File: config.mk
export PLATFORM = sky130hd
export DESIGN_NAME = i2c_stall_watch
export DESIGN_NICKNAME = d
export VERILOG_FILES = /design/src/rtl/i2c_pkg.sv /design/src/rtl/i2c_stall_watch.sv
export SDC_FILE = /design/constraint.sdc
export NUM_CORES = 1
export LEC_CHECK = 0
export ABC_AREA = 1
export BUFFER_PORTS_ARGS = -buffer_cell sky130_fd_sc_hd__buf_2
export CORE_AREA = 2 2 39 41
export CTS_CLUSTER_SIZE = 12
export DETAILED_ROUTE_END_ITERATION = 16
export DIE_AREA = 0 0 41 43
export GPL_TIMING_DRIVEN = 1
export PLACE_DENSITY_LB_ADDON = 0.2
export REMOVE_ABC_BUFFERS = 1
export SLEW_MARGIN = 25
export SYNTH_ARGS = -nofsm -noshare
export SYNTH_HDL_FRONTEND = slang
export SYNTH_SLANG_ARGS = --single-unit
File: constraint.sdc
create_clock -name clk -period 2.7 [get_ports clk]
set_clock_uncertainty 0.05 [all_clocks]
set_input_delay 0.54 -clock clk [delete_from_list [all_inputs] [get_ports clk]]
set_output_delay 0.54 -clock clk [all_outputs]
set_load 0.05 [all_outputs]
File: src/rtl/i2c_pkg.sv
// I2C master shared definitions
package i2c_pkg;

    // Bus timing in clk cycles
    localparam int QUARTER_CYCLES = 4;
    localparam int QC_W           = $clog2(QUARTER_CYCLES);

    // Longest tolerated wait for SCL to read high
    localparam int STALL_LIMIT    = 200;
    localparam int STALL_W        = $clog2(STALL_LIMIT + 1);

    // Commands understood by the bit engine
    typedef enum logic [1:0] {
        CMD_START,
        CMD_STOP,
        CMD_WRITE,
        CMD_READ
    } bit_cmd_t;

    // Transaction sequencer states
    typedef enum logic [2:0] {
        ST_IDLE,
        ST_START,
        ST_ADDR,
        ST_ADDR_ACK,
        ST_DATA,
        ST_DATA_ACK,
        ST_STOP,
        ST_RESP
    } txn_state_t;

endpackage

File: src/rtl/i2c_stall_watch.sv
// SCL stall watchdog
`timescale 1ns/10ps
module i2c_stall_watch import i2c_pkg::*; (
    input  logic clk,
    input  logic rst_n,
    input  logic scl_wait,
    output logic bus_abort
);

    logic [STALL_W-1:0] wait_cnt;

    always_ff @(posedge clk or negedge rst_n) begin
        if (!rst_n) begin
            wait_cnt  <= '0;
            bus_abort <= 1'b0;
        end else begin
            // Fires once per stall, the saturated count blocks a repeat
            bus_abort <= scl_wait && wait_cnt == STALL_W'(STALL_LIMIT - 1);
            if (!scl_wait) begin
                wait_cnt <= '0;
            end else if (wait_cnt != STALL_W'(STALL_LIMIT)) begin
                wait_cnt <= wait_cnt + 1'b1;
            end
        end
    end

    a_abort_single_cycle: assert property (
        @(posedge clk) disable iff (!rst_n) bus_abort |=> !bus_abort);

endmodule

==> run metrics, run 1 <==
post-CTS resize count 0; Hold Fails Final Rpt 0; syn_area_per_cell approximately 7.2 µm²; register area share after synthesis 0.4467; initial antenna violation count 0; CP max FO 1; overall routing resource usage 0.1434; static leakage slightly below 0.3 nW; vias in the first global route 387; root buf cell clkbuf_4; total grt overflow 0; Post-Syn Area ~500 µm²; Sw Share 0.2419; post-synthesis mux area share 0; Vias/cell 4.641; largest family of logic cells by synthesized area simple AND/OR/NAND/NOR gates; CTS Buf Count 3; first-pass GRT wire length ~1600 µm; Clock Power Share 0.390; Mapped Cells 70; clock transition at the registers of the reported paths around 0.060 ns; Hold WC Path Type input pin to async pin; Rows 14; fin worst setup slack between 1 and 1.5 ns; die height roughly 43 µm; slew margin rel. 0.8359; TNS Setup 0 ns; xor/xnor share of the synthesized area 0; fmax around 700 MHz; post-synthesis adder-cell area fraction 0.07444; initial DRC count 4; core area about 0.0014 mm²; Net Switching 0.00006459 W; CP bufs+invs 1; Filler cells roughly 160; WL/cell ~10 µm; layout cell share with drive strength beyond 1 0.09211; largest net degree at the start of global routing 12; crit end category primary output; clk_lat worst skew between 0.2 and 0.3 ns; Int Power about 0.00020 W; Final Cycle Share 0.5234; Yosys cell types 12; Worst-Margin Slew approximately 0.25 ns; hpwl dp around 700 µm; routed via count approximately 430; worst path required time about 2.1 ns; Synth Warn # 0; CP top delay family flip-flops; die width 41 µm; TritonCTS clock tree built; min cycle time layout between 1 and 1.5 ns; Initial Util 0.3644; antenna cell count 0; max-slew violations 0; GPL Wtd Cong roughly 0.77; # clock sinks 9; status completed; combinational share of power 0.072; # Max-Cap Violations 0; CP max stage cell dfrtp_1; power per cell area roughly 480 mW/mm²; critical-path cell list buf_2; antenna-violating nets left 0; most frequent cells in the layout nand2_1, nor2_1, nand3_1, inv_1, dfrtp_1; CP Data Arrival Time between 0.8 and 0.9 ns; Setup crit start kind register; Seq pwr share 0.538; Max H-tree Level 1; PortBufs 3; Initial DRT Pass Iterations 3; post-CTS setup buffer count 0; area added between synthesis and finish 11.17%; DP Worst Slack 1.483 ns; Compound-Gate Fraction of Synth Area 0.04963; setup violators final 0; worst setup path category register to primary output; nets@finish 83; unrepaired setup endpoints after global routing false; most common cell after layout, fill and taps aside nand2_1; Residual DRC 0; Max stage delay on crit path 0.32 ns; Synth Area in Simple Gates 0.3524; FF+latch count, synth 9; I/O Pins 4; Routed WL 937 µm; clk buf depth 2; die area approximately 0.0018 mm²; hold buffers post-CTS 0; maximum VDD drop roughly 0.2 mV
==> power groups by stage <==
| stage | logic, W | registers [W] | clock network, W |
|---|---|---|---|
| CTS | 0.0000200 | 0.000144 | 0.000110 |
| global placement | 0.0000199 | 0.000146 | 0 |
| floorplan | 0.0000119 | 0.000145 | 0 |
| global route | 0.0000245 | 0.000144 | 0.000117 |
| finish | 0.0000192 | 0.000144 | 0.000104 |
| detailed placement | 0.0000200 | 0.000146 | 0 |
==> stage by stage <==
stage / hold slack (ns) / util / power [W] / cells / instance area, µm²
6_report: 0.06987 / 0.4051 / 0.0002671 / 92 / 560.5
5_1_grt: 0.08603 / 0.4051 / 0.0002853 / 92 / 560.5
3_5_place_dp: 0.3584 / 0.3861 / 0.0001662 / 88 / 534.3
2_1_floorplan: 0.1944 / - / 0.0001569 / 69 / 499.2
3_3_place_gp: 0.3584 / 0.3861 / 0.0001659 / 88 / 534.3
4_1_cts: 0.07503 / 0.4051 / 0.0002740 / 92 / 560.5
==> layout make-up <==
type / count / area, µm² / share of cell area
timing repair buffer: 3 / 15.01 / 0.02679
clock buffer: 4 / 26.28 / 0.04687
tap: 16 / 20.02 / 0.03571
sequential: 9 / 225.2 / 0.4018
multi-input combinational: 51 / 240.2 / 0.4286
inverter: 9 / 33.78 / 0.06027
==> state kept, by name, summed over array words and instances, names as in the netlist <==
register / flops
wait_cnt: 8
bus_abort: 1
==> layer usage <==
metal  global-route usage  share of wire  up-vias
li1                     -              -      231
met1               0.1836           0.50      187
met2               0.1938           0.44        5
met3              0.04712          0.029        4
met4               0.1000          0.025        0
met5                    0              0        -
==> cells by family (layout without fill, tap and decap cells) <==
kind of cell,count (synthesis),after routing
buffers and inverters,10,16
flip-flops,9,9
AO/OA/AOI/OAI,5,5
AND/OR/NAND/NOR,43,43
adder cells (fa/ha/maj),3,3
==> cell usage after synthesis, drive strengths merged <==
library cell	n	share of area
inv	9	0.067
o21ai	2	0.020
nand2	18	0.13
nor3	1	0.0099
buf	1	0.0099
dfrtp	9	0.45
nand3	10	0.099
ha	3	0.074
a21oi	3	0.030
nor2	14	0.11
==> path summary, 6_finish.rpt <==
kind,start,to,slack [ns],cells past startpoint
worst max register to register,wait_cnt[0],wait_cnt[0],1.48,7
worst max-delay path,bus_abort,bus_abort,1.29,1
min in group clk,wait_cnt[3],wait_cnt[3],0.46,1
worst min register to register,wait_cnt[3],wait_cnt[3],0.46,1
max in group asynchronous,rst_n,wait_cnt[0],2.35,1
worst min-delay path,rst_n,wait_cnt[6],0.07,1
Note: power is estimated with default switching activity, not from simulation.
==> inputs of run 2 (changes only) <==
--- a/config.mk
+++ b/config.mk
@@ -5,7 +5,7 @@
 export SDC_FILE = /design/constraint.sdc
 export NUM_CORES = 1
 export LEC_CHECK = 0
-export ABC_AREA = 1
+export ABC_AREA = 0
 export BUFFER_PORTS_ARGS = -buffer_cell sky130_fd_sc_hd__buf_2
 export CORE_AREA = 2 2 39 41
 export CTS_CLUSTER_SIZE = 12
==> constraint.sdc (replaced) <==
create_clock -name clk -period 1.1 [get_ports clk]
set_clock_uncertainty 0.05 [all_clocks]
set_input_delay 0.22 -clock clk [delete_from_list [all_inputs] [get_ports clk]]
set_output_delay 0.22 -clock clk [all_outputs]
set_load 0.05 [all_outputs]
==> run 2 against run 1 <==
  * The flow now finishes with violations (negative setup slack)
  * Sequential power increased by 150%
  * Hold slack improved by 0.21 ns
  * Critical path depth increased by 4
  * Power increased to 2.7 times the previous value
==> run metrics, run 2 <==
die width 41 µm (unchanged); Placed Area 596.8 µm² (+12%); static leakage 0.3374 nW (+16%); FF+latch count, synth 9 (unchanged); origin of the critical flop-to-flop path wait_cnt[0]; # Max-Cap Violations 0 (unchanged); combinational share of power 0.162 (+0.090); Post-Syn Area 498.0 µm² (-1.2%); first-pass GRT wire length 1945 µm (+19%); non-filler cells, final 85 (-7.6%); max reg flops 8 (unchanged); GPL Wtd Cong 0.6567 (-15%); worst path required time 1.21 ns (-0.90 ns); Vias/cell 4.988 (+7.5%); TritonCTS clock tree built; I/O Pins 4 (unchanged); Hold WC Path Type input pin to async pin; Post-synth EDFFs 0 (unchanged); CP Data Arrival Time 1.37 ns (+0.55 ns); clk buf depth 2 (unchanged); Synth area leaders dfrtp_1, mux2i_1, ha_1; Initial DRT Pass Iterations 2 (-1); crit end category register; post-layout util 0.5633 (+0.1582); FF-to-FF setup slack -0.16 ns (-1.64 ns); overall routing resource usage 0.1777 (+0.03423); Sw Share 0.2644 (+0.02251); die height 43 µm (unchanged); antenna-violating nets left 0 (unchanged); root buf cell clkbuf_4; main flop type after synthesis dfrtp_1; Int Power 0.0005346 W (+160%); worst setup path category register to register; M2 GR Usage 0.2781 (+0.08438); Post-synth top cells dfrtp_1, nand2_1, nand3_1, mux2i_1; fin worst setup slack -0.1622 ns (-1.449 ns); most common cell after layout, fill and taps aside buf_4; layout cell share with drive strength beyond 1 0.5217 (+0.4296); WL/cell 13.79 µm (+35%); grt met3 use 0.09424 (+0.04712); Clock Power Share 0.351 (-0.039); GR Util met1 0.1967 (+0.01306); vias in the first global route 428 (+11%); core area 0.001384 mm² (unchanged); Max stage delay on crit path 0.41 ns (+0.09 ns); antenna cell count 0 (unchanged); max-slew violations 0 (unchanged); min cycle time layout about 1.3 ns; Filler cells 130 (-18%); Routed WL 1172 µm (+25%); # clock sinks 9 (unchanged); Residual DRC 0 (unchanged); Setup crit start kind register; largest net degree at the start of global routing 14 (+2); CP max stage cell dfrtp_2; register area share after synthesis 0.4523 (+0.005611); Hold Fails Final Rpt 0 (unchanged); Post-synth ARST share 1.000 (unchanged); most frequent cells in the layout buf_4, dfrtp_1, nand2_1, buf_6, mux2i_1; most instantiated library cell after synthesis dfrtp_1; initial antenna violation count 0 (unchanged); R2R depth 5 (-2); Final Cycle Share 1.147; die area 0.001763 mm² (unchanged); setup violators final 7 (+7); area added between synthesis and finish 56.53%; Rows 14 (unchanged); largest area contributor in the netlist dfrtp_1; hold slack 0.2776 ns (+0.2078 ns); Yosys cell types 21 (+9); most used routing layer met2; routed via count 424 (-0.70%); status finished, violations left; clk_lat worst skew 0.26 ns (about the same); Synth Warn # 0 (unchanged); maximum VDD drop 0.7013 mV (+250%); initial DRC count 1 (-3); clock transition at the registers of the reported paths 0.07 ns (about the same); Reg2Reg Capture Point wait_cnt[4]; power per cell area 932.3 mW/mm² (+96%); Top reg by flops wait_cnt; Tot Pwr 0.0007268 W (+170%); Max H-tree Level 1 (unchanged); Mapped Cells 50 (-29%); failing checks negative setup slack; fin area 779.5 µm² (+39%); Net Switching 0.0001921 W (+200%); unrepaired setup endpoints after global routing true; total grt overflow 0 (unchanged); critical-path cell list buf_6, ha_2, nand3_1, xnor2_1, and2_1; dpl cells 77 (-13%); slew margin rel. 0.8255 (-0.01035); PortBufs 3 (unchanged); top-area cell type share of the netlist area 0.4523 (+0.005611); fmax 792.3 MHz; syn_area_per_cell 9.960 µm² (+38%); biggest regs wait_cnt (8), bus_abort (1); nets@finish 76 (-8.4%); Initial Util 0.3599 (-0.004521); CP max FO 3 (+2); Worst-Margin Slew 0.2617 ns (+0.01383 ns); Seq pwr share 0.486 (-0.052); CTS Buf Count 3 (unchanged)
==> run 2: area by class of cell <==
cell class              count  area, µm²  area share
multi-input cells          36      345.3      0.4430
flip-flops and latches      9      227.7      0.2921
repair buffers             17      147.6      0.1894
clock buffers               3      22.52     0.02889
well taps                  16      20.02     0.02568
inverters                   3      11.26     0.01445
clock inverters             1      5.005    0.006421
==> run 2: power groups by stage <==
stage / combinational (W) / clock (W) / sequential (W)
6_report: 0.000118 / 0.000255 / 0.000353
5_1_grt: 0.000131 / 0.000299 / 0.000354
4_1_cts: 0.000102 / 0.000266 / 0.000352
3_5_place_dp: 0.0000747 / 0 / 0.000358
3_3_place_gp: 0.0000720 / 0 / 0.000358
2_1_floorplan: 0.0000240 / 0 / 0.000359
==> run 2: critical path: cells and delay by family, from the launching register on <==
family	cells	cell delay [ns]
buf+inv	1	0.12
fa+ha+maj	1	0.19
xor+xnor	1	0.14
simple gates	2	0.25
flops	1	0.41
==> run 2: worst max path at each step <==
stage | from | to | slack [ns]
after floorplan | wait_cnt[0] | wait_cnt[0] | -0.12
after global placement | wait_cnt[0] | wait_cnt[1] | -0.16
after detailed placement | wait_cnt[0] | wait_cnt[0] | -0.19
after CTS | wait_cnt[0] | wait_cnt[4] | -0.16
after global routing | wait_cnt[0] | wait_cnt[0] | -0.24
final | wait_cnt[0] | wait_cnt[4] | -0.16
==> run 2: kinds of logic (layout without fill, tap and decap cells) <==
logic type	count (synthesis)	after routing	synth area share
muxes	4	4	0.08041
AOI/OAI and AO/OA	3	3	0.04020
buffers and inverters	5	24	0.04522
adders and majority gates	3	3	0.07538
and+or+nand+nor	24	24	0.2714
DFF	9	9	0.4523
xor gates and xnor gates	2	2	0.03518
==> run 2: per-stage QoR <==
stage	setup WS, ns	setup TNS (ns)
after CTS	-0.1577	-0.8195
final	-0.1622	-0.7476
after global placement	-0.1611	-0.8456
after floorplan	-0.1196	-0.3312
after detailed placement	-0.1923	-1.048
after global routing	-0.2360	-1.284
==> run 2: layer usage <==
metal | part of all wire | up-vias
met3 | 0.043 | 2
met2 | 0.57 | 8
met5 | 0 | -
met4 | 0.015 | 0
li1 | - | 210
met1 | 0.37 | 204
==> run 2: timing repair <==
item	4_1_cts	5_1_grt
buffers inserted	3	0
pin swaps	3	2
gates resized for setup	14	13
hold endpoints to repair	9	0
hold buffers	1	0
setup endpoints to repair	9	10
