--- config.mk ---
export PLATFORM = sky130hd
export DESIGN_NAME = i2c_bit_engine
export DESIGN_NICKNAME = d
export VERILOG_FILES = /design/src/rtl/i2c_pkg.sv /design/src/rtl/i2c_bit_engine.sv
export SDC_FILE = /design/constraint.sdc
export NUM_CORES = 1
export LEC_CHECK = 0
export BUFFER_PORTS_ARGS = -buffer_cell sky130_fd_sc_hd__buf_4
export CAP_MARGIN = 20
export CORE_MARGIN = 4
export CORE_UTILIZATION = 49
export CTS_BUF_LIST = sky130_fd_sc_hd__clkbuf_4
export DETAILED_ROUTE_END_ITERATION = 6
export PLACE_DENSITY = 0.76
export SYNTH_ARGS = -nofsm -noshare
export SYNTH_HDL_FRONTEND = slang
export SYNTH_SLANG_ARGS = --single-unit
--- constraint.sdc ---
create_clock -name clk -period 1.6 [get_ports clk]
set_clock_uncertainty 0.1 [all_clocks]
set_input_delay 0.16 -clock clk [delete_from_list [all_inputs] [get_ports clk]]
set_output_delay 0.16 -clock clk [all_outputs]
set_load 0.1 [all_outputs]
--- src/rtl/i2c_pkg.sv ---
// I2C master shared definitions
package i2c_pkg;

    // Bus timing in clk cycles
    localparam int QUARTER_CYCLES = 4;
    localparam int QC_W           = $clog2(QUARTER_CYCLES);

    // Longest tolerated wait for SCL to read high
    localparam int STALL_LIMIT    = 200;
    localparam int STALL_W        = $clog2(STALL_LIMIT + 1);

    // Commands understood by the bit engine
    typedef enum logic [1:0] {
        CMD_START,
        CMD_STOP,
        CMD_WRITE,
        CMD_READ
    } bit_cmd_t;

    // Transaction sequencer states
    typedef enum logic [2:0] {
        ST_IDLE,
        ST_START,
        ST_ADDR,
        ST_ADDR_ACK,
        ST_DATA,
        ST_DATA_ACK,
        ST_STOP,
        ST_RESP
    } txn_state_t;

endpackage

--- src/rtl/i2c_bit_engine.sv ---
// I2C bit engine
`timescale 1ns/10ps
module i2c_bit_engine import i2c_pkg::*; (
    input  logic     clk,
    input  logic     rst_n,
    input  logic     cmd_valid,
    input  bit_cmd_t cmd,
    input  logic     cmd_bit,
    input  logic     scl_in,
    input  logic     sda_in,
    input  logic     bus_abort,
    output logic     cmd_ready,
    output logic     bit_done,
    output logic     rx_bit,
    output logic     scl_oe,
    output logic     sda_oe,
    output logic     scl_wait
);

    logic            active;
    bit_cmd_t        cmd_r;
    logic            bit_r;
    logic [1:0]      phase;
    logic [1:0]      next_phase;
    logic [QC_W-1:0] qcnt;
    logic            quarter_end;

    // SCL pull-down per command and phase
    function automatic logic scl_low(bit_cmd_t c, logic [1:0] ph);
        case (c)
            CMD_START: return ph == 2'd3;
            CMD_STOP:  return ph < 2'd2;
            default:   return ph == 2'd0 || ph == 2'd3;
        endcase
    endfunction

    // SDA pull-down per command and phase, START falls and STOP rises with SCL high
    function automatic logic sda_low(bit_cmd_t c, logic b, logic [1:0] ph);
        case (c)
            CMD_START: return ph != 2'd0;
            CMD_STOP:  return ph != 2'd3;
            CMD_WRITE: return !b;
            default:   return 1'b0;
        endcase
    endfunction

    assign cmd_ready   = !active;
    // Released SCL still held low by the slave
    assign scl_wait    = active && !scl_oe && !scl_in;
    assign quarter_end = active && !scl_wait && qcnt == QC_W'(QUARTER_CYCLES - 1);
    assign next_phase  = phase + 2'd1;

    always_ff @(posedge clk or negedge rst_n) begin
        if (!rst_n) begin
            active   <= 1'b0;
            phase    <= 2'd0;
            qcnt     <= '0;
            bit_done <= 1'b0;
            rx_bit   <= 1'b0;
            scl_oe   <= 1'b0;
            sda_oe   <= 1'b0;
        end else if (bus_abort) begin
            // Drop the command and let go of both lines
            active   <= 1'b0;
            phase    <= 2'd0;
            qcnt     <= '0;
            bit_done <= 1'b0;
            scl_oe   <= 1'b0;
            sda_oe   <= 1'b0;
        end else begin
            bit_done <= 1'b0;
            if (cmd_valid && cmd_ready) begin
                active <= 1'b1;
                phase  <= 2'd0;
                qcnt   <= '0;
                scl_oe <= scl_low(cmd, 2'd0);
                sda_oe <= sda_low(cmd, cmd_bit, 2'd0);
            end else if (quarter_end) begin
                qcnt <= '0;
                // End of phase 1 is the middle of the SCL high time
                if (phase == 2'd1) begin
                    rx_bit <= sda_in;
                end
                if (phase == 2'd3) begin
                    active   <= 1'b0;
                    bit_done <= 1'b1;
                end else begin
                    phase  <= next_phase;
                    scl_oe <= scl_low(cmd_r, next_phase);
                    sda_oe <= sda_low(cmd_r, bit_r, next_phase);
                end
            end else if (active && !scl_wait) begin
                qcnt <= qcnt + 1'b1;
            end
        end
    end

    // Command payload
    always_ff @(posedge clk) begin
        if (cmd_valid && cmd_ready) begin
            cmd_r <= cmd;
            bit_r <= cmd_bit;
        end
    end

    // Data changes under a released SCL only for START and STOP
    property p_sda_steady_scl_high;
        @(posedge clk) disable iff (!rst_n)
            (!scl_oe && !$past(scl_oe) && sda_oe != $past(sda_oe) && !$past(bus_abort))
            |-> (cmd_r == CMD_START || cmd_r == CMD_STOP);
    endproperty
    a_sda_steady_scl_high: assert property (p_sda_steady_scl_high);

endmodule

==> results by group, run 1 <==
Route
  – Via count: 581
  – WL/cell: 16.49 um
  – Antenna viol nets, final: 0
  – First-pass iteration count of the detailed router: 4
  – Number of design-rule violations left by the first detailed-router iteration: 6
  – Via/cell ratio: 5.380
  – Detailed Route WL: 1.781 mm
  – Remaining routing DRC violations: 0

Yosys
  – Cell area after synthesis: 665.6 sq um
  – Top cells by count, synth: dfrtp_1, nor2_1, ha_1, inv_1
  – Sequential share of the synthesized area: 47.37%
  – Number of warnings reported in the yosys synthesis log: 0
  – Post-synthesis cell count: 63
  – Post-synth ARST share: 75.00%
  – Ys flop type: dfrtp_1
  – Area share of the largest cell type after synthesis: 33.83%
  – Most area-hungry cell type in the Yosys netlist: dfrtp_1
  – Post-Syn Nets: 79
  – Synth top area cells: dfrtp_1, edfxtp_1, ha_1
  – Mean post-synth cell area: 10.57 sq um
  – Number of enable-type register cells in the synthesized netlist: 3
  – Distinct cell type count of the synthesized netlist: 29
  – Flip-flop and latch count after synthesis: 12

Power
  – Max VDD drop: 426.3 uV
  – Leak Pwr: 0.4455 nW
  – Share of power burned in combinational logic: 24.5%
  – Clock network fraction of total power: 28.1%
  – Internal power: 0.4848 mW
  – Register share of total power: 47.4%
  – Power Density: 741.0 nW/um^2
  – Power spent charging and discharging nets: 0.2402 mW
  – Proportion of total power due to net switching: 33.13%

Timing
  – Max-Slew Margin vs Limit: 81.42%
  – FMAX: 635.8 MHz
  – Fin crit share: 98.30%
  – Worst hold slack across all endpoints: 0.08171 ns
  – Finish-stage setup viols: 0
  – Worst setup margin: 0.02727 ns
  – Shortest period the worst path allows: 1.573 ns
  – Final Slew Violations: 0
  – Transition time at the pin with the least slew margin: 0.2810 ns
  – Final hold violation count: 0

Critical path
  – CP required: 1.66 ns
  – CP Capture Type: flip-flop
  – Critical Path AT: 1.64 ns
  – Critical path peak fanout: 3
  – Type of origin of the critical path: flip-flop
  – Worst Path Class, Setup: reg -> reg
  – Logic depth of the worst register-to-register path: 5

Floorplan
  – Die outline area: 2012 sq um
  – Placeable core area: 1285 sq um
  – Placement row count: 13
  – Initial core utilization: 51.80%
  – Chip width: 44.86 um
  – Vertical die dimension: 44.86 um
  – Number of top-level design ports: 15

Layout
  – Antenna diodes: 0
  – Fill cell total of the finished layout: 83
  – Area overhead of the layout relative to synthesis: 46.99%
  – Share of post-route cells with drive strength above 1: 39.78%
  – Final Net Count: 110

Clock network
  – Number of sinks driven by the clock tree: 12
  – Clock slew seen by the registers of the worst setup and hold paths: 0.08 ns
  – Cell at the root of the clock tree: clkbuf_4
  – Clock tree from TritonCTS: built
  – Insertion delay to the later sink of the worst-skew pair: 0.28 ns
  – H-tree level count: 1
  – Bufs on Longest Clock Path: 2
  – CTS buffer count: 3

Global route
  – Number of global-route vias before repair: 611
  – Wire length of the first global-routing pass: 2.773 mm
  – Maximum number of pins on one net before global-route repair: 10
  – GRT Util Overall: 20.38%
  – Number of antenna violations at the first check in global routing: 0
  – GR Overflow Total: 0

Placement
  – Routability Congestion: 0.7857
  – Detailed placer's ending HPWL: 1.238 mm
  – Port Buffer Count: 14
  – Place WS: 0.008083 ns

Min path
  – Count of cells along the worst hold path: 3
  – Hold Path Class: in -> reg

Outcome
  – Status: completed

Job
  – Max capacitance violation total: 0
-- kinds of logic after synthesis --
family / Yosys count / synth area share (%)
mux: 4 / 6.579
fa+ha+maj: 7 / 13.16
buf+inv: 7 / 4.134
compound gates: 10 / 10.90
xor+xnor: 1 / 1.316
flops: 12 / 47.37
simple gates: 22 / 16.54
-- power groups by stage --
stage	sequential (mW)	clock, mW	combinational, mW
after detailed placement	0.349	0	0.158
final	0.344	0.204	0.178
after global routing	0.346	0.225	0.189
after global placement	0.349	0	0.154
after CTS	0.344	0.195	0.170
after floorplan	0.380	0	0.0668
-- sequential cells by signal, indices dropped and copies added, names as in the netlist --
name	flops
phase	2
bit_r	1
scl_oe	1
qcnt	2
cmd_r	2
rx_bit	1
sda_oe	1
bit_done	1
active	1
-- worst paths after layout --
check / startpoint / to / slack (ns)
hold / removal: cmd_valid / active$_DFFE_PN0P_ / 0.08
setup reg to reg: phase[0]$_DFFE_PN0P_ / scl_oe$_DFFE_PN0P_ / 0.03
setup / recovery: phase[0]$_DFFE_PN0P_ / scl_oe$_DFFE_PN0P_ / 0.03
min in group asynchronous: rst_n / qcnt[1]$_DFFE_PN0P_ / 0.13
max in group asynchronous: rst_n / scl_oe$_DFFE_PN0P_ / 1.12
hold reg to reg: rx_bit$_DFFE_PN0P_ / rx_bit$_DFFE_PN0P_ / 0.40
-- critical path: stages (launching register included) --
cell	delay, ns
dfrtp_1	0.41
inv_1	0.12
ha_4	0.22
mux2_2	0.27
a221oi_2	0.26
a211oi_2	0.08
-- stage by stage --
| stage | cell area, sq um | power, mW | setup TNS (ns) | utilization [%] | std cells |
|---|---|---|---|---|---|
| after floorplan | 683.2 | 0.4473 | -0.1372 | - | 63 |
| after global placement | 854.6 | 0.5031 | 0 | 66.50 | 98 |
| after detailed placement | 854.6 | 0.5076 | 0 | 66.50 | 98 |
| after CTS | 937.1 | 0.7086 | 0 | 72.93 | 107 |
| after global routing | 978.4 | 0.7598 | -0.02050 | 76.14 | 108 |
| final | 978.4 | 0.7250 | 0 | 76.14 | 108 |
-- layer usage --
metal | track usage, % | up-vias | routed length [um]
met4 | 10.53 | 0 | 38
li1 | - | 279 | -
met1 | 24.24 | 283 | 721
met2 | 34.10 | 14 | 944
met5 | 0 | - | 0
met3 | 4.781 | 5 | 76
-- cell usage in the layout (no fill, tap or decap), types with 2 or more instances in the layout --
cell type,n
ha_1,5
dlygate4sd3_1,6
edfxtp_1,3
dfrtp_1,8
buf_4,20
mux2_2,2
nand2_1,2
a21oi_1,3
nor2_1,9
clkbuf_4,3
inv_1,5
-- area by class of cell --
class / count / area, sq um / area share [%]
inverter: 6 / 25.02 / 2.558
clock inverter: 1 / 3.754 / 0.3836
tap: 15 / 18.77 / 1.918
clock buffer: 3 / 22.52 / 2.302
sequential: 12 / 319.1 / 32.61
multi-input combinational: 44 / 367.9 / 37.60
timing repair buffer: 27 / 221.5 / 22.63
-- timing repair --
action / 4_1_cts / 5_1_grt
resized for setup: 1 / 6
setup endpoints to repair: 1 / 5
hold endpoints to repair: 14 / 1
pin swaps: 0 / 1
setup buffers: 0 / 0
hold buffers: 5 / 1
No activity file was read; power rests on OpenSTA's default activity.
==> run 2, diff against run 1 <==
clock period = 1.3 ns   (was 1.6 ns; I/O delays follow)
==> run 2 against run 1 <==
  * The flow now finishes with violations (setup timing)
  * Via count increased by 17%
  * First-iteration DRC count increased to 6.2 times the previous value
  * Non-clock buffer count increased by 14
  * Combinational power increased by 64%
  * Sequential share of layout area decreased by 5.4 points
  * Clock power increased by 36%
  * Fmax increased by 1.5%
  * Die area unchanged
  * Largest power group unchanged
  * Routed wire length increased by 29%
  * Global-route usage increased by 3.8 points
  * Clock-buffer cell count increased by 1
  * Final area increased by 21%
==> results by group, run 2 (synthesized netlist as in run 1, its figures left out) <==
Outcome
  – Status: complete, but fails checks
  – Violated checks: setup timing

Power
  – Post-layout power: 0.9875 mW
  – Max VDD drop: 762.6 uV
  – Proportion of total power due to net switching: 31.89%
  – Power spent charging and discharging nets: 0.3149 mW
  – Clock network fraction of total power: 28.1%
  – Power Density: 831.6 nW/um^2
  – Share of power burned in combinational logic: 29.6%
  – Internal power: 0.6726 mW
  – Register share of total power: 42.3%
  – Leak Pwr: 0.5315 nW

Timing
  – Worst setup margin: -0.2491 ns
  – Max-Slew Margin vs Limit: 80.49%
  – RSZ-0062 raised after global routing: yes
  – Transition time at the pin with the least slew margin: 0.2950 ns
  – Worst hold slack across all endpoints: 0.09626 ns
  – Fin crit share: 119.2%
  – Final hold violation count: 0
  – FMAX: 645.5 MHz
  – Final Slew Violations: 0
  – Sum of negative setup slack: -1.598 ns
  – Finish-stage setup viols: 11
  – Shortest period the worst path allows: 1.549 ns

Min path
  – Hold Path Class: in -> async

Route
  – Remaining routing DRC violations: 0
  – Antenna viol nets, final: 0
  – Via count: 682
  – Number of design-rule violations left by the first detailed-router iteration: 37
  – Via/cell ratio: 5.590
  – First-pass iteration count of the detailed router: 4
  – WL/cell: 18.80 um
  – Detailed Route WL: 2.294 mm

Layout
  – Share of post-route cells with drive strength above 1: 59.81%
  – Utilization after layout: 92.41%
  – Area overhead of the layout relative to synthesis: 78.38%
  – Antenna diodes: 0
  – Commonest non-fill, non-tap cells in the layout: buf_4, nor2_1, dlygate4sd3_1, dfrtp_1
  – Sequential cell area: 322.8 sq um
  – Fill cell total of the finished layout: 47
  – Multi-input logic area: 416.7 sq um
  – Final Net Count: 124
  – Finished layout cell area: 1187 sq um
  – Finished Layout Cells: 122
  – Most common cell after layout, fill and taps aside: buf_4
  – Largest registers in the final layout: cmd_r (2), phase (2), qcnt (2)

Clock network
  – Cell at the root of the clock tree: clkbuf_4
  – Clock slew seen by the registers of the worst setup and hold paths: 0.08 ns
  – H-tree level count: 1
  – Insertion delay to the later sink of the worst-skew pair: 0.29 ns
  – Bufs on Longest Clock Path: 2
  – CTS buffer count: 3
  – Number of sinks driven by the clock tree: 12
  – Clock tree from TritonCTS: built

Critical path
  – CP required: 1.41 ns
  – Logic depth of the worst register-to-register path: 5
  – Worst Path Class, Setup: reg -> reg
  – CP Capture Type: flip-flop
  – Setup slack, reg-to-reg: -0.25 ns
  – Startpoint of the worst register-to-register path: phase[1]$_DFFE_PN0P_
  – Type of origin of the critical path: flip-flop
  – Worst-path cell chain: ha_4 > nand2b_4 > nor2_4 > mux2i_1 > and2_1
  – Worst flop-to-flop path endpoint: phase[1]$_DFFE_PN0P_
  – Crit path max-delay cell type: dfrtp_2
  – Critical Path AT: 1.66 ns
  – Max incr delay on CP: 0.46 ns
  – Critical path peak fanout: 5
  – Critical path buffers and inverters: 0
  – Crit path max-delay family: simple AND/OR/NAND/NOR gates

Global route
  – Wire length of the first global-routing pass: 3.284 mm
  – GRT Util Overall: 24.19%
  – Maximum number of pins on one net before global-route repair: 10
  – GR Overflow Total: 0
  – Number of global-route vias before repair: 710
  – Number of antenna violations at the first check in global routing: 0

Placement
  – Routability Congestion: 0.7683
  – Place WS: -0.2810 ns
  – Port Buffer Count: 14
  – Placed cell count: 108
  – Detailed placer's ending HPWL: 1.183 mm
  – Placed cell area: 938.4 sq um

Floorplan
  – Chip width: 44.86 um
  – Placeable core area: 1285 sq um
  – Number of top-level design ports: 15
  – Vertical die dimension: 44.86 um
  – Initial core utilization: 51.80%
  – Die outline area: 2012 sq um
  – Placement row count: 13

Job
  – Max capacitance violation total: 0
## run 2: worst max path at each step
stage / from / endpoint / slack [ns] / depth (start not counted)
after global placement: phase[0]$_DFFE_PN0P_ / sda_oe$_DFFE_PN0P_ / -0.24 / 5
final: phase[1]$_DFFE_PN0P_ / phase[1]$_DFFE_PN0P_ / -0.25 / 5
after CTS: phase[0]$_DFFE_PN0P_ / phase[1]$_DFFE_PN0P_ / -0.20 / 5
after floorplan: scl_oe$_DFFE_PN0P_ / scl_wait / -0.34 / 1
after global routing: phase[1]$_DFFE_PN0P_ / phase[1]$_DFFE_PN0P_ / -0.29 / 5
after detailed placement: phase[0]$_DFFE_PN0P_ / scl_oe$_DFFE_PN0P_ / -0.28 / 5
## run 2: area by class of cell
type,instances,share of cell area (%)
clock buffers,4,2.529
inverters,6,2.318
repair buffers,41,31.30
well taps,15,1.581
flip-flops and latches,12,27.19
multi-input cells,44,35.09
## run 2: layer usage
layer,wire length (um),vias to the layer above,global-route usage (%)
met4,21,0,12.87
met2,1248,35,41.26
met5,0,-,0
li1,-,308,-
met1,843,334,28.50
met3,180,5,4.781
## run 2: power groups by stage
stage	logic (mW)	clock network [mW]	registers (mW)
2_1_floorplan	0.0837	0	0.469
3_3_place_gp	0.219	0	0.424
3_5_place_dp	0.224	0	0.424
4_1_cts	0.269	0.267	0.417
5_1_grt	0.306	0.299	0.421
6_report	0.292	0.277	0.418
## run 2: timing repair
item	4_1_cts	5_1_grt
pin swaps	8	6
setup endpoints to repair	11	12
setup buffers	5	2
hold buffers	6	0
hold endpoints to repair	15	0
resized for setup	19	10
## run 2: worst register-to-register path, stage by stage (launching register included)
cell	delay [ns]
dfrtp_2	0.46
ha_4	0.19
nand2b_4	0.15
nor2_4	0.19
mux2i_1	0.23
and2_1	0.16
==> run 3, diff against run 2 <==
HOLD_SLACK_MARGIN = 0.05   (was default)
PLACE_DENSITY = 0.87   (was 0.76)
==> run 3 against run 2 <==
  * The run now fails in global routing
  * Area after synthesis unchanged
  * Synthesized cell count did not move
==> results by group, run 3 <==
Yosys
  – Most area-hungry cell type in the Yosys netlist: dfrtp_1
  – Flip-flop and latch count after synthesis: 12
  – Number of enable-type register cells in the synthesized netlist: 3
  – Synth top area cells: dfrtp_1, edfxtp_1, ha_1
  – Mean post-synth cell area: 10.57 sq um
  – Post-Syn Nets: 79
  – Cell area after synthesis: 665.6 sq um
  – Distinct cell type count of the synthesized netlist: 29
  – Number of warnings reported in the yosys synthesis log: 0
  – Ys flop type: dfrtp_1
  – Post-synth ARST share: 75.00%
  – Sequential share of the synthesized area: 47.37%
  – Post-synthesis cell count: 63
  – Top cells by count, synth: dfrtp_1, nor2_1, ha_1, inv_1
  – Area share of the largest cell type after synthesis: 33.83%

Timing
  – Critical endpoint after global-route timing repair: phase[1]$_DFFE_PN0P_/D
  – Type of the worst endpoint after the last repair: register data pin

Placement
  – Placed cell count: 106
  – Routability Congestion: 0.8474
  – Detailed placer's ending HPWL: 1.181 mm
  – Port Buffer Count: 14

Clock network
  – CTS buffer count: 3
  – H-tree level count: 1
  – Bufs on Longest Clock Path: 2
  – Number of sinks driven by the clock tree: 12
  – Cell at the root of the clock tree: clkbuf_4

Floorplan
  – Placement row count: 13
  – Chip width: 44.86 um
  – Number of top-level design ports: 15
  – Vertical die dimension: 44.86 um
  – Initial core utilization: 51.80%

Global route
  – Maximum number of pins on one net before global-route repair: 10
  – Number of antenna violations at the first check in global routing: 0

Outcome
  – Stopped at: global routing
  – Status: stopped before the end
  – Tool error: [ERROR DPL-0033] detailed placement checks failed during check placement.
-- run 3: cell counts after synthesis --
No cell type changed its count.
-- run 3: repair_timing --
action	4_1_cts
resized for setup	26
hold buffers	6
endpoints found under the hold margin	15
buffers inserted	7
cloned	0
pin swaps	7
setup endpoints to repair	8
-- run 3: cell families after synthesis --
kind of cell	after synthesis	share of synthesized area, %
xor gates and xnor gates	1	1.316
muxes	4	6.579
buffers and inverters	7	4.134
and+or+nand+nor	22	16.54
adders and majority gates	7	13.16
AOI/OAI and AO/OA	10	10.90
DFF	12	47.37
-- run 3: metrics by stage --
step / setup WS (ns) / hold WS [ns] / util (%) / instance area, sq um
after CTS: -0.2011 / 0.07120 / 90.55 / 1164
after detailed placement: -0.2973 / -0.1413 / 71.86 / 923.4
after global placement: -0.2056 / -0.1407 / 71.86 / 923.4
after floorplan: -0.3443 / -0.2656 / - / 691.9
==> run 4, diff against run 3 <==
CORE_AREA = 4 4 65 67   (was default)
CORE_MARGIN = default   (was 4)
CORE_UTILIZATION = default   (was 49)
CTS_BUF_LIST = default   (was sky130_fd_sc_hd__clkbuf_4)
DIE_AREA = 0 0 69 71   (was default)
HOLD_SLACK_MARGIN = default   (was 0.05)
PLACE_DENSITY = default   (was 0.87)
PLACE_DENSITY_LB_ADDON = 0.15   (was default)
clock period = 1.7 ns   (was 1.3 ns; I/O delays follow)
==> run 4 against run 3 <==
  * The run now ends clean
==> results by group, run 4 (synthesized netlist as in run 1, its figures left out) <==
Placement
  – Detailed placer's ending HPWL: 1.192 mm
  – Placed cell count: 130
  – Place WS: 0.1008 ns
  – Port Buffer Count: 14
  – Routability Congestion: 0.7259

Power
  – Max VDD drop: 169.0 uV
  – Leak Pwr: 0.4312 nW
  – Power Density: 776.9 nW/um^2

Timing
  – Transition time at the pin with the least slew margin: 0.2787 ns
  – Max-Slew Margin vs Limit: 81.57%
  – RSZ-0062 raised after global routing: yes
  – Worst setup margin: 0.1024 ns
  – Final hold violation count: 0
  – Fin crit share: 93.98%
  – FMAX: 625.9 MHz
  – Final Slew Violations: 0
  – Finish-stage setup viols: 0
  – Shortest period the worst path allows: 1.598 ns

Floorplan
  – Vertical die dimension: 71 um
  – Chip width: 69 um
  – Number of top-level design ports: 15
  – Initial core utilization: 18.32%
  – Placement row count: 22
  – Die outline area: 4899 sq um
  – Placeable core area: 3633 sq um

Global route
  – Wire length of the first global-routing pass: 2.559 mm
  – GR Overflow Total: 0
  – Maximum number of pins on one net before global-route repair: 10
  – GRT Util Overall: 6.754%
  – Number of antenna violations at the first check in global routing: 0
  – Number of global-route vias before repair: 565

Critical path
  – Type of origin of the critical path: flip-flop
  – CP Capture Type: flip-flop
  – Worst Path Class, Setup: reg -> reg
  – Worst-path cell chain: inv_1 > ha_1 > mux2_2 > a221oi_1 > a211oi_1
  – Crit path max-delay family: flip-flops
  – Critical Path AT: 1.61 ns
  – Critical path peak fanout: 4
  – CP required: 1.71 ns
  – Critical path buffers and inverters: 1
  – Crit path max-delay cell type: dfrtp_1
  – Max incr delay on CP: 0.39 ns

Min path
  – Hold Path Class: in -> reg

Clock network
  – Clock slew seen by the registers of the worst setup and hold paths: 0.05 ns
  – Cell at the root of the clock tree: clkbuf_8
  – H-tree level count: 1
  – Insertion delay to the later sink of the worst-skew pair: 0.24 ns
  – CTS buffer count: 3
  – Number of sinks driven by the clock tree: 12
  – Bufs on Longest Clock Path: 2
  – Clock tree from TritonCTS: built

Layout
  – Final Net Count: 105
  – Area overhead of the layout relative to synthesis: 42.86%
  – Share of post-route cells with drive strength above 1: 36.36%
  – Finished Layout Cells: 136
  – Largest registers in the final layout: cmd_r (2), phase (2), qcnt (2)
  – Commonest non-fill, non-tap cells in the layout: buf_4, nor2_1, dfrtp_1, ha_1, inv_1
  – Antenna diodes: 0
  – Most common cell after layout, fill and taps aside: buf_4

Job
  – Max capacitance violation total: 0

Route
  – Via count: 536
  – Detailed Route WL: 1.477 mm
  – Number of design-rule violations left by the first detailed-router iteration: 14
  – Antenna viol nets, final: 0
  – Remaining routing DRC violations: 0
  – First-pass iteration count of the detailed router: 4
  – Via/cell ratio: 3.941
  – WL/cell: 10.86 um

Outcome
  – Status: completed
## run 4: report_power, final
group	switching [mW]	internal [mW]	total (mW)
Clock	0.105	0.165	0.270
Combinational	0.0966	0.0492	0.146
Sequential	0.0129	0.310	0.323
Total	0.214	0.524	0.739
## run 4: metrics by stage
step	hold slack [ns]	setup TNS (ns)	cell area [sq um]	total power [mW]	utilization, %
final	0.01623	0	950.9	0.7387	26.17
after global routing	0.01529	-0.007009	950.9	0.7751	26.17
after CTS	0.01174	0	943.4	0.7545	25.96
after detailed placement	-0.09030	0	888.4	0.4745	24.45
after global placement	-0.08996	0	888.4	0.4749	24.45
after floorplan	-0.2256	-0.04725	683.2	0.4210	-
## run 4: final timing paths
kind	from	to	slack (ns)	cells after the start
min	cmd_bit	bit_r$_DFFE_PP_	0.02	1
max in group asynchronous	rst_n	scl_oe$_DFFE_PN0P_	1.14	2
min in group asynchronous	rst_n	active$_DFFE_PN0P_	0.20	2
max	phase[0]$_DFFE_PN0P_	scl_oe$_DFFE_PN0P_	0.10	5
max reg2reg	phase[0]$_DFFE_PN0P_	scl_oe$_DFFE_PN0P_	0.10	5
min reg2reg	rx_bit$_DFFE_PN0P_	rx_bit$_DFFE_PN0P_	0.40	1
## run 4: area by class of cell
type / instances / area [sq um]
Fill cell: 407 / 2683
Multi-Input combinational cell: 44 / 334.1
Sequential cell: 12 / 319.1
Timing Repair Buffer: 22 / 167.7
Tap cell: 48 / 60.06
Clock buffer: 4 / 45.04
Inverter: 6 / 25.02
## run 4: timing repair
action | in CTS | in global routing
setup buffers | 0 | 1
setup endpoints to repair | 0 | 1
resized for setup | 0 | 0
hold buffers | 1 | 0
hold endpoints to repair | 9 | 0
## run 4: per-layer routing
layer / routed length [um] / up-vias / GRT usage, %
li1: - / 269 / -
met1: 660 / 248 / 7.962
met2: 700 / 14 / 10.49
met3: 64 / 5 / 1.705
met4: 51 / 0 / 5.206
met5: 0 / - / 0
